<file path="config.mk">
export PLATFORM = sky130hd
export DESIGN_NAME = Calculator
export DESIGN_NICKNAME = d
export VERILOG_FILES = /design/src/CalcOpsPkg.sv /design/src/CalcDataPkg.sv /design/src/ByteAlu.sv /design/src/KeyScanner.sv /design/src/WordSequencer.sv /design/src/DigitDisplay.sv /design/src/Calculator.sv
export VERILOG_INCLUDE_DIRS = /design/src /design/src/src
export SDC_FILE = /design/constraint.sdc
export NUM_CORES = 1
export LEC_CHECK = 0
export ABC_AREA = 1
export BUFFER_PORTS_ARGS = -buffer_cell sky130_fd_sc_hd__buf_2
export CAP_MARGIN = 15
export CORE_ASPECT_RATIO = 1.75
export CORE_UTILIZATION = 52
export DETAILED_ROUTE_END_ITERATION = 8
export GPL_TIMING_DRIVEN = 0
export PLACE_DENSITY = 0.73
export SKIP_CTS_REPAIR_TIMING = 1
export SYNTH_ARGS = -nofsm -noshare
export SYNTH_HDL_FRONTEND = slang
export SYNTH_SLANG_ARGS = --single-unit
</file>
<file path="constraint.sdc">
create_clock -name Clock -period 6.21 [get_ports Clock]
set_input_delay 1.242 -clock Clock [delete_from_list [all_inputs] [get_ports Clock]]
set_output_delay 1.242 -clock Clock [all_outputs]
set_load 0.05 [all_outputs]
</file>
<file path="src/calc_defines.svh">
`ifndef CALC_DEFINES_SVH
`define CALC_DEFINES_SVH

// ========================================
// Datapath widths
// ========================================

// Operand and answer width.
`define CALC_WORD_W 16

// Width of the time-shared ALU.
`define CALC_BYTE_W 8

// ========================================
// Scan and display timing
// ========================================

// Clock cycles each keypad column stays driven.
`define CALC_SCAN_CYCLES 4

// Clock cycles each display digit stays lit.
`define CALC_DIGIT_CYCLES 8

`endif

</file>
<file path="src/CalcOpsPkg.sv">
package CalcOpsPkg;

   // Low three bits of the operation key.
   typedef enum logic [2:0]
   {
      OpAdd  = 3'd0,
      OpSub  = 3'd1,
      OpAnd  = 3'd2,
      OpOr   = 3'd3,
      OpLess = 3'd4
   } KeyOp;

   // Function select of the byte ALU.
   typedef enum logic [2:0]
   {
      AluAdd  = 3'd0,
      AluSub  = 3'd1,
      AluAnd  = 3'd2,
      AluOr   = 3'd3,
      AluLess = 3'd4
   } AluFunc;

   function automatic AluFunc toAluFunc(input KeyOp op);
      case (op)
         OpSub:   return AluSub;
         OpAnd:   return AluAnd;
         OpOr:    return AluOr;
         OpLess:  return AluLess;
         default: return AluAdd;
      endcase
   endfunction

endpackage

</file>
<file path="src/CalcDataPkg.sv">
`include "calc_defines.svh"

package CalcDataPkg;

   // One operand, seen whole or as two ALU bytes.
   typedef union packed
   {
      logic [`CALC_WORD_W-1:0] value;
      struct packed
      {
         logic [`CALC_BYTE_W-1:0] high;
         logic [`CALC_BYTE_W-1:0] low;
      } bytes;
   } OperandWord;

   typedef struct packed
   {
      logic negative;
      logic compare;
      logic zero;
      logic carry;
   } CalcFlags;

endpackage

</file>
<file path="src/ByteAlu.sv">
`timescale 1ns/10ps
`include "calc_defines.svh"

module ByteAlu
(
   input  CalcOpsPkg::AluFunc aluFunc,
   input  logic [`CALC_BYTE_W-1:0] aluA,
   input  logic [`CALC_BYTE_W-1:0] aluB,
   input  logic aluCarryIn,
   output logic [`CALC_BYTE_W-1:0] aluSum,
   output logic aluCarryOut,
   output logic aluZero,
   output logic aluLess
);
   import CalcOpsPkg::*;

   logic [`CALC_BYTE_W:0] addResult;

   always_comb
   begin
      if (aluFunc == AluSub || aluFunc == AluLess)
         addResult = {1'b0, aluA} + {1'b0, ~aluB} + {{`CALC_BYTE_W{1'b0}}, aluCarryIn};
      else
         addResult = {1'b0, aluA} + {1'b0, aluB} + {{`CALC_BYTE_W{1'b0}}, aluCarryIn};
      case (aluFunc)
         AluAnd:
         begin
            aluSum = aluA & aluB;
            aluCarryOut = 1'b0;
         end
         AluOr:
         begin
            aluSum = aluA | aluB;
            aluCarryOut = 1'b0;
         end
         default:
         begin
            aluSum = addResult[`CALC_BYTE_W-1:0];
            aluCarryOut = addResult[`CALC_BYTE_W];  // High means no borrow on subtract.
         end
      endcase
   end

   // For compare the sum is A minus B, so zero marks equal bytes.
   assign aluZero = (aluSum == '0);
   assign aluLess = (aluA < aluB);

endmodule

</file>
<file path="src/KeyScanner.sv">
`timescale 1ns/10ps
`include "calc_defines.svh"

module KeyScanner
(
   input  logic Clock,
   input  logic Reset,
   input  logic [3:0] H,
   output logic [3:0] V,
   output logic [`CALC_WORD_W-1:0] entryWord,
   output logic [`CALC_WORD_W-1:0] srcWord,
   output logic [`CALC_WORD_W-1:0] dstWord,
   output CalcOpsPkg::KeyOp keyOp,
   output logic useAnswer,
   output logic opReady,
   output logic keyAccepted
);
   import CalcOpsPkg::*;

   localparam int ScanLast = `CALC_SCAN_CYCLES - 1;
   localparam int TimerW = $clog2(`CALC_SCAN_CYCLES + 1);

   logic [TimerW-1:0] scanTimer;
   logic [3:0] hMeta;
   logic [3:0] hSync;
   logic [1:0] column;
   logic [1:0] row;
   logic [3:0] keyNum;
   logic [3:0] candKey;
   logic [3:0] keyCount;
   logic [2*`CALC_WORD_W-1:0] entryBuf;
   logic rowHit;
   logic visitEnd;
   logic candValid;
   logic released;
   logic scanAny;
   logic accept;
   logic opKeyValid;

   // ========================================
   // Column drive and row synchronizer
   // ========================================
   always_ff @(posedge Clock or negedge Reset)
   begin
      if (!Reset)
      begin
         scanTimer <= '0;
         V <= 4'b0111;
         hMeta <= 4'hF;
         hSync <= 4'hF;
      end
      else
      begin
         hMeta <= H;
         hSync <= hMeta;
         if (visitEnd)
         begin
            scanTimer <= '0;
            V <= {V[0], V[3:1]};                  // Column 0 sits at bit 3.
         end
         else
            scanTimer <= scanTimer + 1'b1;
      end
   end

   assign visitEnd = (scanTimer == TimerW'(ScanLast));
   assign rowHit = (hSync != 4'hF);
   assign keyNum = {row, column};

   always_comb
   begin
      case (V)
         4'b0111: column = 2'd0;
         4'b1011: column = 2'd1;
         4'b1101: column = 2'd2;
         default: column = 2'd3;
      endcase
      if (!hSync[3])
         row = 2'd0;
      else if (!hSync[2])
         row = 2'd1;
      else if (!hSync[1])
         row = 2'd2;
      else
         row = 2'd3;
   end

   // ========================================
   // Debounce with release lockout
   // ========================================
   assign accept = visitEnd && released && rowHit && candValid && (candKey == keyNum);

   always_ff @(posedge Clock or negedge Reset)
   begin
      if (!Reset)
      begin
         candKey <= '0;
         candValid <= 1'b0;
         released <= 1'b1;
         scanAny <= 1'b0;
      end
      else if (visitEnd)
      begin
         if (column == 2'd3)
         begin
            scanAny <= 1'b0;
            if (!scanAny && !rowHit)
               released <= 1'b1;                  // A whole scan went by with no key.
         end
         else
            scanAny <= scanAny | rowHit;
         if (accept)
         begin
            released <= 1'b0;
            candValid <= 1'b0;
         end
         else if (released && rowHit)
         begin
            candKey <= keyNum;
            candValid <= 1'b1;
         end
         else if (candKey[1:0] == column)
            candValid <= 1'b0;                    // Candidate was gone on its next visit.
      end
   end

   // ========================================
   // Entry of digits and operation key
   // ========================================
   assign opKeyValid = accept && (keyCount == 4'd8) && (keyNum[2:0] <= OpLess);
   assign entryWord = entryBuf[`CALC_WORD_W-1:0];

   always_ff @(posedge Clock or negedge Reset)
   begin
      if (!Reset)
      begin
         entryBuf <= '0;
         keyCount <= '0;
         opReady <= 1'b0;
         keyAccepted <= 1'b0;
      end
      else
      begin
         keyAccepted <= accept;
         opReady <= opKeyValid;
         if (opKeyValid)
         begin
            entryBuf <= '0;
            keyCount <= '0;
         end
         else if (accept && keyCount != 4'd8)
         begin
            entryBuf <= {entryBuf[2*`CALC_WORD_W-5:0], keyNum};
            keyCount <= keyCount + 1'b1;
         end
      end
   end

   always_ff @(posedge Clock)
   begin
      if (opKeyValid)
      begin
         srcWord <= entryBuf[2*`CALC_WORD_W-1:`CALC_WORD_W];
         dstWord <= entryBuf[`CALC_WORD_W-1:0];
         keyOp <= KeyOp'(keyNum[2:0]);
         useAnswer <= keyNum[3];                  // Keys 8 to C reuse the answer.
      end
   end

   // Two rows low in one column would be read as the upper row.
   OneRowOnAccept: assert property (@(posedge Clock) disable iff (!Reset)
      accept |-> $onehot(~hSync));

endmodule

</file>
<file path="src/WordSequencer.sv">
`timescale 1ns/10ps
`include "calc_defines.svh"

module WordSequencer
(
   input  logic Clock,
   input  logic Reset,
   input  logic opReady,
   input  logic [`CALC_WORD_W-1:0] srcWord,
   input  logic [`CALC_WORD_W-1:0] dstWord,
   input  CalcOpsPkg::KeyOp keyOp,
   input  logic useAnswer,
   input  logic [`CALC_BYTE_W-1:0] aluSum,
   input  logic aluCarryOut,
   input  logic aluZero,
   input  logic aluLess,
   input  logic keyAccepted,
   output logic [`CALC_BYTE_W-1:0] aluA,
   output logic [`CALC_BYTE_W-1:0] aluB,
   output logic aluCarryIn,
   output CalcOpsPkg::AluFunc aluFunc,
   output logic [`CALC_WORD_W-1:0] answer,
   output CalcDataPkg::CalcFlags flags,
   output logic showAnswer
);
   import CalcOpsPkg::*;
   import CalcDataPkg::*;

   typedef enum logic [1:0] {SeqIdle, SeqLow, SeqHigh} SeqState;

   SeqState state;
   OperandWord opA;
   OperandWord opB;
   AluFunc func;
   logic [`CALC_BYTE_W-1:0] lowSum;
   logic carrySave;
   logic zeroSave;
   logic signsDiffer;
   logic lessBit;
   logic lessDone;

   assign signsDiffer = opA.bytes.high[`CALC_BYTE_W-1] ^ opB.bytes.high[`CALC_BYTE_W-1];
   assign lessBit = signsDiffer ? opA.bytes.high[`CALC_BYTE_W-1] : aluLess;
   assign lessDone = (func == AluLess) && (state == SeqLow || signsDiffer || !aluZero);
   assign aluFunc = func;

   // ========================================
   // ALU operand selection
   // ========================================
   always_comb
   begin
      if (state == SeqHigh)
      begin
         aluA = opA.bytes.high;
         aluB = opB.bytes.high;
      end
      else
      begin
         aluA = opA.bytes.low;
         aluB = opB.bytes.low;
      end
      if (state == SeqHigh && func != AluLess)
         aluCarryIn = carrySave;
      else
         aluCarryIn = (func == AluSub) || (func == AluLess);
   end

   always_ff @(posedge Clock or negedge Reset)
   begin
      if (!Reset)
      begin
         state <= SeqIdle;
         answer <= '0;
         flags <= '0;
         showAnswer <= 1'b0;
      end
      else
      begin
         if (opReady)
            showAnswer <= 1'b1;
         else if (keyAccepted)
            showAnswer <= 1'b0;
         case (state)
            SeqIdle:
               if (opReady)
                  state <= (toAluFunc(keyOp) == AluLess) ? SeqHigh : SeqLow;
            SeqLow, SeqHigh:
               if (lessDone)
               begin
                  state <= SeqIdle;
                  answer <= {{(`CALC_WORD_W-1){1'b0}}, lessBit};
                  flags <= '{negative: 1'b0, compare: lessBit, zero: 1'b0, carry: 1'b0};
               end
               else if (func == AluLess)
                  state <= SeqLow;                // High bytes equal, low byte decides.
               else if (state == SeqLow)
                  state <= SeqHigh;
               else
               begin
                  state <= SeqIdle;
                  answer <= {aluSum, lowSum};
                  flags <= '{negative: aluSum[`CALC_BYTE_W-1], compare: 1'b0,
                             zero: zeroSave & aluZero, carry: aluCarryOut};
               end
            default:
               state <= SeqIdle;
         endcase
      end
   end

   always_ff @(posedge Clock)
   begin
      if (opReady)
      begin
         opA.value <= useAnswer ? answer : srcWord;
         opB.value <= dstWord;
         func <= toAluFunc(keyOp);
      end
      if (state == SeqLow && func != AluLess)
      begin
         lowSum <= aluSum;
         carrySave <= aluCarryOut;                // Carried into the high byte.
         zeroSave <= aluZero;
      end
   end

   OpOnlyWhenIdle: assert property (@(posedge Clock) disable iff (!Reset)
      opReady |-> state == SeqIdle);

endmodule

</file>
<file path="src/DigitDisplay.sv">
`timescale 1ns/10ps
`include "calc_defines.svh"

module DigitDisplay
(
   input  logic Clock,
   input  logic Reset,
   input  logic showAnswer,
   input  logic [`CALC_WORD_W-1:0] answer,
   input  logic [`CALC_WORD_W-1:0] entryWord,
   output logic [3:0] SD,
   output logic [7:0] SEG
);
   localparam int DigitLast = `CALC_DIGIT_CYCLES - 1;
   localparam int TimerW = $clog2(`CALC_DIGIT_CYCLES + 1);

   logic [TimerW-1:0] digitTimer;
   logic [`CALC_WORD_W-1:0] shown;
   logic [3:0] nibble;
   logic [6:0] segLit;

   always_ff @(posedge Clock or negedge Reset)
   begin
      if (!Reset)
      begin
         digitTimer <= '0;
         SD <= 4'b1000;                           // Most significant digit first.
      end
      else if (digitTimer == TimerW'(DigitLast))
      begin
         digitTimer <= '0;
         SD <= {SD[0], SD[3:1]};
      end
      else
         digitTimer <= digitTimer + 1'b1;
   end

   assign shown = showAnswer ? answer : entryWord;

   always_comb
   begin
      case (SD)
         4'b1000: nibble = shown[15:12];
         4'b0100: nibble = shown[11:8];
         4'b0010: nibble = shown[7:4];
         default: nibble = shown[3:0];
      endcase
      case (nibble)                               // Lit segments in g..a order.
         4'h0: segLit = 7'h3F;
         4'h1: segLit = 7'h06;
         4'h2: segLit = 7'h5B;
         4'h3: segLit = 7'h4F;
         4'h4: segLit = 7'h66;
         4'h5: segLit = 7'h6D;
         4'h6: segLit = 7'h7D;
         4'h7: segLit = 7'h07;
         4'h8: segLit = 7'h7F;
         4'h9: segLit = 7'h6F;
         4'hA: segLit = 7'h77;
         4'hB: segLit = 7'h7C;
         4'hC: segLit = 7'h39;
         4'hD: segLit = 7'h5E;
         4'hE: segLit = 7'h79;
         default: segLit = 7'h71;
      endcase
   end

   assign SEG = {1'b1, ~segLit};                  // Active low, dp kept dark.

endmodule

</file>
<file path="src/Calculator.sv">
`timescale 1ns/10ps
`include "calc_defines.svh"

module Calculator
(
   input  logic Clock,
   input  logic Reset,
   input  logic [3:0] H,
   output logic [3:0] V,
   output logic [3:0] SD,
   output logic [7:0] SEG,
   output logic [7:0] LD
);
   import CalcOpsPkg::*;
   import CalcDataPkg::*;

   logic [`CALC_WORD_W-1:0] entryWord;
   logic [`CALC_WORD_W-1:0] srcWord;
   logic [`CALC_WORD_W-1:0] dstWord;
   logic [`CALC_WORD_W-1:0] answer;
   logic [`CALC_BYTE_W-1:0] aluA;
   logic [`CALC_BYTE_W-1:0] aluB;
   logic [`CALC_BYTE_W-1:0] aluSum;
   logic useAnswer;
   logic opReady;
   logic keyAccepted;
   logic showAnswer;
   logic aluCarryIn;
   logic aluCarryOut;
   logic aluZero;
   logic aluLess;
   KeyOp keyOp;
   AluFunc aluFunc;
   CalcFlags flags;

   assign LD = {flags, 4'b0000};                  // Flags on the upper four LEDs.

   KeyScanner keyScanner
   (
      .Clock(Clock), .Reset(Reset), .H(H), .V(V),
      .entryWord(entryWord), .srcWord(srcWord), .dstWord(dstWord),
      .keyOp(keyOp), .useAnswer(useAnswer), .opReady(opReady), .keyAccepted(keyAccepted)
   );

   WordSequencer wordSequencer
   (
      .Clock(Clock), .Reset(Reset), .opReady(opReady),
      .srcWord(srcWord), .dstWord(dstWord), .keyOp(keyOp), .useAnswer(useAnswer),
      .aluSum(aluSum), .aluCarryOut(aluCarryOut), .aluZero(aluZero), .aluLess(aluLess),
      .keyAccepted(keyAccepted), .aluA(aluA), .aluB(aluB), .aluCarryIn(aluCarryIn),
      .aluFunc(aluFunc), .answer(answer), .flags(flags), .showAnswer(showAnswer)
   );

   ByteAlu byteAlu
   (
      .aluFunc(aluFunc), .aluA(aluA), .aluB(aluB), .aluCarryIn(aluCarryIn),
      .aluSum(aluSum), .aluCarryOut(aluCarryOut), .aluZero(aluZero), .aluLess(aluLess)
   );

   DigitDisplay digitDisplay
   (
      .Clock(Clock), .Reset(Reset), .showAnswer(showAnswer),
      .answer(answer), .entryWord(entryWord), .SD(SD), .SEG(SEG)
   );

endmodule

</file>
==> flow_summary.json, run 1 <==
{
  "cts_htree_levels": 4,
  "hold_viol": 0,
  "die_area_sq_um": 16350,
  "ys_top_cells_by_area": "edfxtp_1 (30%), dfrtp_1 (23%), nand2_1 (9.3%)",
  "dp_slack_ns": 1.413,
  "start_util_pct": 53.46,
  "rows": 60,
  "total_power_w": 0.002508,
  "worstHoldStart": "keyScanner.hMeta[2]",
  "vias": 5938,
  "synthDistinctLibCells": 43,
  "die_w_um": 97.09,
  "reg2reg_to": "wordSequencer.answer[10]",
  "crit_type": "reg2out",
  "synth_top_family_by_area": "simple AND/OR/NAND/NOR gates",
  "path_max_fanout": 6,
  "worst_pin_slew_ns": 1.233,
  "port_buffers": 24,
  "design_area_sq_um": 9281,
  "worstRegToRegCells": 26,
  "drc_errors": 0,
  "crit_arrival_ns": 4.05,
  "rrSetupSlack_ns": 1.64,
  "fin_nets": 948,
  "grt_busiest_layer": "met2",
  "p_leak_nw": 4.194,
  "numCtsBuffers": 17,
  "synth_ff_type": "edfxtp_1",
  "n_antenna_cell": 0,
  "holdPathStages": 0,
  "synthAdderAreaFrac_pct": 5.657,
  "slew_violations": 0,
  "fin_skew_ns": 0.01373,
  "synthMuxAreaShare_pct": 2.190,
  "peakVddDrop_mv": 0.2729,
  "clk_pin_slew_worst_paths_ns": 0.07,
  "coreArea_sq_um": 15390,
  "clock.fmax_ghz": 0.1889,
  "drt_iter0_drc": 289,
  "area_delta_synth_final_pct": 12.80,
  "required_ns": 4.97,
  "root_buffer": "clkbuf_16",
  "tns_ns": 0,
  "seqCellArea_sq_um": 4701,
  "slew_headroom_pct": 17.01,
  "r2r_start": "wordSequencer.state[0]",
  "powerDensity_nw_per_um2": 270.2,
  "dpl_cell_area_sq_um": 8690,
  "gr-usage-all-layers_pct": 22.96,
  "ys_warn_count": 0,
  "fin_crit_sh_pct": 85.23,
  "hold_class": "reg2reg",
  "ant_nets": 0,
  "end_kind": "output pin",
  "routed_wl_um": 17860,
  "avgViaCountPerCell": 5.374,
  "grt_max_degree": 48,
  "fin_ws_ns": 0.9175,
  "ctsLongestPathBuffers": 2,
  "synth-simple-area-share_pct": 16.94,
  "synth_most_common_cell": "nand2_1",
  "hold_end": "keyScanner.hSync[2]",
  "status": "completed",
  "synth.largest_area_cell": "edfxtp_1",
  "grt.met1_usage_pct": 21.90,
  "cp-start-kind": "register",
  "synth-async-reset-ratio_pct": 52.63,
  "drv_cap": 0,
  "fill_cells": 1280,
  "setup_viol": 0,
  "ios": 30,
  "ys_seq_elements": 171,
  "synthCells": 856,
  "rsz0062_at_grt": "no",
  "use_met3_pct": 3.445,
  "grt_util_met2_pct": 43.26,
  "clock-sinks": 171,
  "synth_edf_count": 81,
  "synth_xor_area_share_pct": 0.8516,
  "hpwl_um": 13740,
  "holdWs_ns": 0.3559,
  "die_h_um": 168.4,
  "syn_area_sq_um": 8228,
  "grt_pass1_vias": 5933,
  "synth_compound_area_share_pct": 9.413,
  "min_period_ns": 5.292,
  "wire_per_inst_um": 16.16,
  "seq_area_frac_synth_pct": 57.13,
  "yosys-top-cells-count": "nand2_1 (204), inv_1 (124), edfxtp_1 (81)",
  "gr-total-overflow": 0,
  "antenna_found_initial": 0,
  "grt_pass1_wl_um": 28860,
  "cts_tree": "yes",
  "globalplace.congestion": 0.8815,
  "clk_latency_ns": 0.42,
  "postSynthAreaPerCell_sq_um": 9.612,
  "drive_gt1_share_pct": 12.84,
  "multi_input_area_sq_um": 2910,
  "first_pass_iters": 5,
  "yosys.area.top_type_share_pct": 29.56
}
==> critical path: stages, from the launching register on <==
cell,delay (ns)
dfrtp_1,0.41
inv_1,0.07
nor4_1,0.99
nor3_1,0.26
o21ai_0,0.16
a21oi_1,0.08
a41oi_1,0.50
inv_1,0.17
ha_1,0.26
o21ai_0,0.24
a21boi_0,0.20
buf_2,0.28
==> flip-flops by register name, summed over array words and instances, names as in the netlist, 8 cells and up <==
register,count
wordSequencer.opB,16
keyScanner.entryBuf,32
keyScanner.dstWord,16
wordSequencer.lowSum,8
wordSequencer.answer,15
wordSequencer.opA,16
keyScanner.srcWord,16
==> power breakdown <==
part           internal (W)  switching [W]  total [W]
logic             0.0000652       0.000186   0.000251
registers           0.00121      0.0000169    0.00123
clock network      0.000599       0.000432    0.00103
total               0.00187       0.000634    0.00251
==> worst max-delay path by stage <==
stage	startpoint	endpoint	slack [ns]	cells after the start
2_1_floorplan	digitDisplay.SD[1]	SEG[2]	1.35	10
3_3_place_gp	digitDisplay.SD[3]	SEG[2]	1.27	11
3_5_place_dp	digitDisplay.SD[0]	SEG[2]	1.41	10
4_1_cts	digitDisplay.SD[0]	SEG[2]	0.93	10
5_1_grt	digitDisplay.SD[0]	SEG[2]	0.75	10
6_report	digitDisplay.SD[2]	SEG[2]	0.92	11
==> metal layers <==
metal / share of wire [%] / routed length [um]
met5: 0 / 0
met4: 7.3 / 1302
met3: 3.0 / 541
met2: 54 / 9675
met1: 35 / 6335
==> cells by family (layout without fill, tap and decap cells) <==
kind of cell | count (synthesis) | count (layout)
compound gates | 140 | 140
xor+xnor | 8 | 8
fa+ha+maj | 36 | 36
buf+inv | 153 | 213
flops | 171 | 171
mux | 16 | 16
other cells | 2 | 5
simple gates | 330 | 330
==> cell type report <==
class	instances	area share, %
clock buffers	22	5.581
well taps	186	2.507
multi-input cells	535	31.36
repair buffers	28	2.265
inverters	126	5.096
flip-flops and latches	171	50.65
plain buffers	27	1.752
clock inverters	10	0.7954
==> cells in the final DEF, fill, tap and decap left out, types with 3 or more instances in the layout <==
cell type    n
nand2_1    204
inv_1      124
edfxtp_1    81
dfrtp_1     77
o21ai_0     73
nor2_1      45
nand3_1     40
ha_1        34
o22ai_1     32
buf_2       27
clkbuf_16   20
a21oi_1     16
mux2_2      16
clkbuf_1    13
dfstp_2     13
nor3_1       9
buf_4        8
nand4_1      8
nand2_2      6
xor2_1       6
nor4_1       6
o21ai_1      6
conb_1       5
buf_6        4
or2_2        3
a21boi_0     3
inv_6        3
buf_16       3
==> stage by stage <==
stage	cells	utilization (%)
6_report	1105	60.31
5_1_grt	1105	60.31
2_1_floorplan	859	-
3_5_place_dp	1073	56.46
3_3_place_gp	1069	55.83
4_1_cts	1105	60.31
Note: power is estimated with default switching activity, not from simulation.
==> run 2: changes to the inputs <==
--- a/config.mk
+++ b/config.mk
@@ -10,10 +10,10 @@
 export BUFFER_PORTS_ARGS = -buffer_cell sky130_fd_sc_hd__buf_2
 export CAP_MARGIN = 15
 export CORE_ASPECT_RATIO = 1.75
-export CORE_UTILIZATION = 52
+export CORE_UTILIZATION = 49
 export DETAILED_ROUTE_END_ITERATION = 8
 export GPL_TIMING_DRIVEN = 0
-export PLACE_DENSITY = 0.73
+export PLACE_DENSITY = 0.69
 export SKIP_CTS_REPAIR_TIMING = 1
 export SYNTH_ARGS = -nofsm -noshare
 export SYNTH_HDL_FRONTEND = slang
==> run 2 against run 1 <==
Setup slack lost 0.030 ns. Final area grew 1.1%. Sequential share of layout area shrank 0.57 points. Core utilization shrank 3.2 points. Critical endpoint unchanged. Total power grew 4.5%. Hold slack lost 0.0016 ns. Via count is essentially flat. Global-route usage is essentially flat. Largest power group unchanged. Register-to-register slack is essentially flat. Non-clock buffer count is the same. Critical path depth is the same.
==> flow_summary.json, run 2 (same netlist as run 1, synthesis figures left out) <==
{
  "status": "completed",
  "tns_ns": 0,
  "use_met3_pct": 3.952,
  "die_h_um": 173.4,
  "hpwl_um": 14070,
  "crit_type": "reg2out",
  "fin_nets": 948,
  "globalplace.congestion": 0.9249,
  "dpl_cell_area_sq_um": 8737,
  "drv_cap": 0,
  "hold_viol": 0,
  "slew_violations": 0,
  "fill_cells": 1466,
  "drive_gt1_share_pct": 12.73,
  "clock.fmax_ghz": 0.1879,
  "routed_wl_um": 18390,
  "fin_crit_sh_pct": 85.70,
  "numCtsBuffers": 17,
  "setup_viol": 0,
  "antenna_found_initial": 0,
  "worstHoldStart": "keyScanner.hMeta[3]",
  "drt_iter0_drc": 259,
  "slew_headroom_pct": 17.72,
  "cts_htree_levels": 4,
  "ant_nets": 0,
  "cts_tree": "yes",
  "area_delta_synth_final_pct": 14.10,
  "clk_pin_slew_worst_paths_ns": 0.06,
  "grt_max_degree": 60,
  "ctsLongestPathBuffers": 2,
  "avgViaCountPerCell": 5.198,
  "n_antenna_cell": 0,
  "top_register": "keyScanner.entryBuf",
  "rows": 62,
  "gr-usage-all-layers_pct": 22.98,
  "gr-total-overflow": 0,
  "worst_pin_slew_ns": 1.223,
  "hold_class": "reg2reg",
  "wire_per_inst_um": 16.09,
  "p_leak_nw": 4.222,
  "clk_latency_ns": 0.43,
  "clock-sinks": 171,
  "required_ns": 4.97,
  "end_kind": "output pin",
  "fin_skew_ns": 0.01156,
  "die_area_sq_um": 17330,
  "largest_register_ffs": 32,
  "total_power_w": 0.002622,
  "peakVddDrop_mv": 0.2911,
  "port_buffers": 24,
  "grt_pass1_vias": 6061,
  "drc_errors": 0,
  "grt.met1_usage_pct": 22.34,
  "path_max_fanout": 6,
  "start_util_pct": 50.03,
  "rsz0062_at_grt": "no",
  "ios": 30,
  "root_buffer": "clkbuf_16",
  "grt_busiest_layer": "met2",
  "r2r_start": "wordSequencer.state[0]",
  "design_area_sq_um": 9388,
  "powerDensity_nw_per_um2": 279.3,
  "first_pass_iters": 5,
  "final_common_cell": "nand2_1",
  "cp-start-kind": "register",
  "grt_pass1_wl_um": 29860,
  "final_cell_mix": "nand2_1 (204), inv_1 (124), edfxtp_1 (81)",
  "coreArea_sq_um": 16450,
  "die_w_um": 99.96,
  "grt_util_met2_pct": 43.76,
  "crit_arrival_ns": 4.08,
  "setup.worst_path.start": "digitDisplay.SD[2]",
  "min_period_ns": 5.322,
  "vias": 5941
}
[run 2: routing by layer]
metal | part of all wire, % | wire length (um)
met5 | 0 | 0
met4 | 5.3 | 971
met3 | 2.7 | 500
met2 | 57 | 10440
met1 | 35 | 6474
[run 2: metrics by stage]
step                      hold WS (ns)  util [%]  cells  setup WS [ns]
after floorplan                 0.3452         -    859          1.355
after global placement          0.3455     52.53   1107          1.274
after detailed placement        0.3470     53.13   1111          1.367
after CTS                       0.3556     57.08   1143         0.8875
after global routing            0.3569     57.08   1143         0.7080
final                           0.3543     57.08   1143         0.8878
[run 2: final timing paths]
| check | slack [ns] | to | depth (start not counted) |
|---|---|---|---|
| worst max-delay path | 0.89 | SEG[2] | 11 |
| worst min-delay path | 0.35 | keyScanner.hSync[3] | 0 |
| worst max register to register | 1.65 | wordSequencer.answer[10] | 22 |
| worst min register to register | 0.35 | keyScanner.hSync[3] | 0 |
| max in group asynchronous | 4.72 | keyScanner.hMeta[1] | 2 |
| min in group asynchronous | 0.76 | wordSequencer.answer[6] | 1 |
[run 2: area by class of cell]
type,instances,area [sq um],share of cell area (%)
clock inverter,9,130.1,1.386
multi-input combinational,535,2910,31.00
sequential,171,4701,50.07
clock buffer,23,520.5,5.544
buffer,27,162.7,1.733
inverter,126,473.0,5.038
timing repair buffer,28,210.2,2.239
tap,224,280.3,2.985
[run 2: critical path, cell delays in order, from the launching register on]
cell,delay [ns]
dfrtp_1,0.42
inv_1,0.07
nor4_1,0.98
nor3_1,0.26
o21ai_0,0.17
a21oi_1,0.07
a41oi_1,0.52
inv_1,0.17
ha_1,0.27
o21ai_0,0.24
a21boi_0,0.19
buf_2,0.28
[run 2: power breakdown]
part	internal [W]	switching, W	total, W
clock	0.000713	0.000432	0.00115
sequential	0.00121	0.0000160	0.00123
combinational	0.0000652	0.000186	0.000251
total	0.00199	0.000634	0.00262
==> run 3: changes to the inputs <==
--- a/config.mk
+++ b/config.mk
@@ -6,7 +6,6 @@
 export SDC_FILE = /design/constraint.sdc
 export NUM_CORES = 1
 export LEC_CHECK = 0
-export ABC_AREA = 1
 export BUFFER_PORTS_ARGS = -buffer_cell sky130_fd_sc_hd__buf_2
 export CAP_MARGIN = 15
 export CORE_ASPECT_RATIO = 1.75
==> run 3 against run 2 <==
Synthesized area increased by 3.4%. First-iteration DRC count decreased by 5.4%. Flip-flop and latch count unchanged. Register-to-register slack got worse by 0.77 ns. Clock power decreased by 12%. Non-clock buffer count increased by 13. Via count decreased by 4.9%. Setup slack got worse by 0.0047 ns. Maximum frequency about the same. Global-route usage increased by 0.24 points. Sequential power about the same.
==> flow_summary.json, run 3 <==
{
  "status": "completed",
  "die_area_sq_um": 17910,
  "hpwl_um": 14790,
  "powerDensity_nw_per_um2": 266.2,
  "crit_arrival_ns": 5.68,
  "antenna_found_initial": 0,
  "die_w_um": 101.6,
  "slew_headroom_pct": 23.57,
  "numCtsBuffers": 17,
  "tns_ns": 0,
  "start_util_pct": 50.18,
  "final_common_cell": "edfxtp_1",
  "required_ns": 6.56,
  "reg2reg_to": "wordSequencer.answer[0]",
  "worst_pin_slew_ns": 1.144,
  "ios": 30,
  "gr-usage-all-layers_pct": 23.22,
  "gr-total-overflow": 0,
  "area_delta_synth_final_pct": 12.86,
  "coreArea_sq_um": 16950,
  "clock.fmax_ghz": 0.1877,
  "avgViaCountPerCell": 5.695,
  "ys_warn_count": 0,
  "syn_area_sq_um": 8504,
  "port_buffers": 24,
  "synth_ff_type": "edfxtp_1",
  "clk_pin_slew_worst_paths_ns": 0.07,
  "total_power_w": 0.002555,
  "rsz0062_at_grt": "no",
  "drt_iter0_drc": 245,
  "path_max_fanout": 10,
  "seq_area_frac_synth_pct": 55.27,
  "worstHoldStart": "keyScanner.hMeta[3]",
  "crit_chain": "inv_1 > ha_1 > buf_6 > buf_2 > buf_1 > mux2_2 > ha_1 > clkbuf_1 > o21ai_0 > a21oi_1 > o211a_1 > o31a_1 > o31ai_1 > nor4_4 > and2b_1 > nand2_1 > o2111ai_1 > a32oi_1",
  "clock-sinks": 171,
  "cp-start-kind": "register",
  "grt_pass1_vias": 5762,
  "clk_latency_ns": 0.44,
  "final_cell_mix": "edfxtp_1 (81), dfrtp_1 (77), nand2_1 (66)",
  "slew_violations": 0,
  "grt_pass1_wl_um": 30570,
  "critical-path-max-stage-delay_ns": 0.75,
  "ys_seq_elements": 171,
  "first_pass_iters": 5,
  "holdPathStages": 0,
  "setup_viol": 0,
  "cts_tree": "yes",
  "drc_errors": 0,
  "min_period_ns": 5.327,
  "crit_type": "reg2reg",
  "synth_edf_count": 81,
  "ys_top_cells_by_area": "edfxtp_1 (29%), dfrtp_1 (23%), mux2_2 (5.6%)",
  "hold_end": "keyScanner.hSync[3]",
  "fin_nets": 794,
  "fin_crit_sh_pct": 85.78,
  "root_buffer": "clkbuf_16",
  "yosys.area.top_type_share_pct": 28.60,
  "end_kind": "register",
  "ant_nets": 0,
  "r2r_start": "wordSequencer.state[0]",
  "routed_wl_um": 19370,
  "grt_max_degree": 67,
  "wire_per_inst_um": 19.52,
  "ctsLongestPathBuffers": 2,
  "synth_most_common_cell": "edfxtp_1",
  "vias": 5649,
  "synthDistinctLibCells": 77,
  "synthCells": 700,
  "die_h_um": 176.3,
  "drv_cap": 0,
  "hold_viol": 0,
  "fin_skew_ns": 0.01432,
  "cpMostUsedCell": "ha_1",
  "p_leak_nw": 4.044,
  "hold_class": "reg2reg",
  "peakVddDrop_mv": 0.3290,
  "largest_register_ffs": 32,
  "drive_gt1_share_pct": 19.74,
  "critPathSlowestCell": "o31ai_1",
  "postSynthAreaPerCell_sq_um": 12.15,
  "yosys-top-cells-count": "edfxtp_1 (81), dfrtp_1 (77), nand2_1 (66)",
  "rrSetupSlack_ns": 0.88,
  "cts_htree_levels": 4,
  "synth-async-reset-ratio_pct": 52.63,
  "globalplace.congestion": 0.9427,
  "rows": 63,
  "top_register": "keyScanner.entryBuf",
  "n_antenna_cell": 0,
  "worstRegToRegCells": 18,
  "synth.largest_area_cell": "edfxtp_1"
}
[run 3: changes by cell type after synthesis, moves of 6 or more]
| cell | change |
|---|---|
| o22ai_1 | -30 |
| inv_1 | -86 |
| a22o_1 | +41 |
| clkbuf_1 | +11 |
| mux2i_1 | +14 |
| nand4_1 | -6 |
| mux2_2 | +26 |
| nand3_1 | -14 |
| nor2b_1 | +15 |
| nand2b_1 | +10 |
| nor2_1 | -12 |
| o21ai_0 | -57 |
| nand2_1 | -138 |
| nand2_2 | -6 |
[run 3: worst max-delay path by stage]
stage / start / to / slack, ns
3_3_place_gp: keyScanner.scanTimer[0] / keyScanner.dstWord[6] / 0.11
3_5_place_dp: wordSequencer.state[0] / wordSequencer.answer[0] / 0.90
4_1_cts: wordSequencer.state[0] / wordSequencer.answer[0] / 0.86
2_1_floorplan: keyScanner.V[1] / keyScanner.dstWord[0] / 1.31
5_1_grt: wordSequencer.state[0] / wordSequencer.answer[0] / 0.61
6_report: wordSequencer.state[0] / wordSequencer.answer[0] / 0.88
[run 3: area by class of cell]
type,instances,area [sq um]
multi-input combinational,456,3471
tap,227,284.0
sequential,171,4701
inverter,38,142.6
timing repair buffer,30,220.2
fill,1390,7350
buffer,38,206.4
clock inverter,11,80.08
clock buffer,21,493.0
[run 3: routing by layer]
metal / share of wire [%] / wire, um / vias to the layer above / GRT usage, %
li1: - / - / 2667 / -
met2: 58 / 11140 / 114 / 43.38
met4: 5.0 / 962 / 0 / 15.64
met5: 0 / 0 / - / 0
met1: 35 / 6821 / 2819 / 22.93
met3: 2.3 / 440 / 49 / 3.365
[run 3: report_power, final]
group	internal (W)	total (W)	switching (W)
clock	0.000573	0.00101	0.000436
sequential	0.00121	0.00124	0.0000323
combinational	0.0000944	0.000302	0.000207
total	0.00188	0.00255	0.000676
[run 3: worst max-delay path, delay by kind of cell, from the launching register on]
kind / cells / cell delay, ns
AO/OA/AOI/OAI: 7 / 2.02
adder cells (fa/ha/maj): 2 / 0.45
buffers and inverters: 5 / 1.34
flip-flops: 1 / 0.41
multiplexers: 1 / 0.47
AND/OR/NAND/NOR: 3 / 0.53
[run 3: per-stage QoR]
step | area [sq um] | std cells | hold slack, ns | utilization (%) | worst slack (ns)
after floorplan | 8516 | 703 | 0.3452 | - | 1.306
after global placement | 8920 | 954 | 0.3464 | 52.63 | 0.1083
after detailed placement | 9025 | 960 | 0.3468 | 53.25 | 0.9039
after CTS | 9598 | 992 | 0.3560 | 56.63 | 0.8623
after global routing | 9598 | 992 | 0.3564 | 56.63 | 0.6062
final | 9598 | 992 | 0.3547 | 56.63 | 0.8831
[run 3: cells by family (layout without fill, tap and decap cells)]
family / count (synthesis) / in the layout / synth area share [%]
AO/OA/AOI/OAI: 150 / 150 / 14.64
XOR/XNOR: 10 / 10 / 1.030
adder cells (fa/ha/maj): 37 / 37 / 5.591
buffers and inverters: 76 / 138 / 4.105
flip-flops: 171 / 171 / 55.27
multiplexers: 57 / 57 / 7.385
other: 2 / 5 / 0.08831
AND/OR/NAND/NOR: 197 / 197 / 11.89
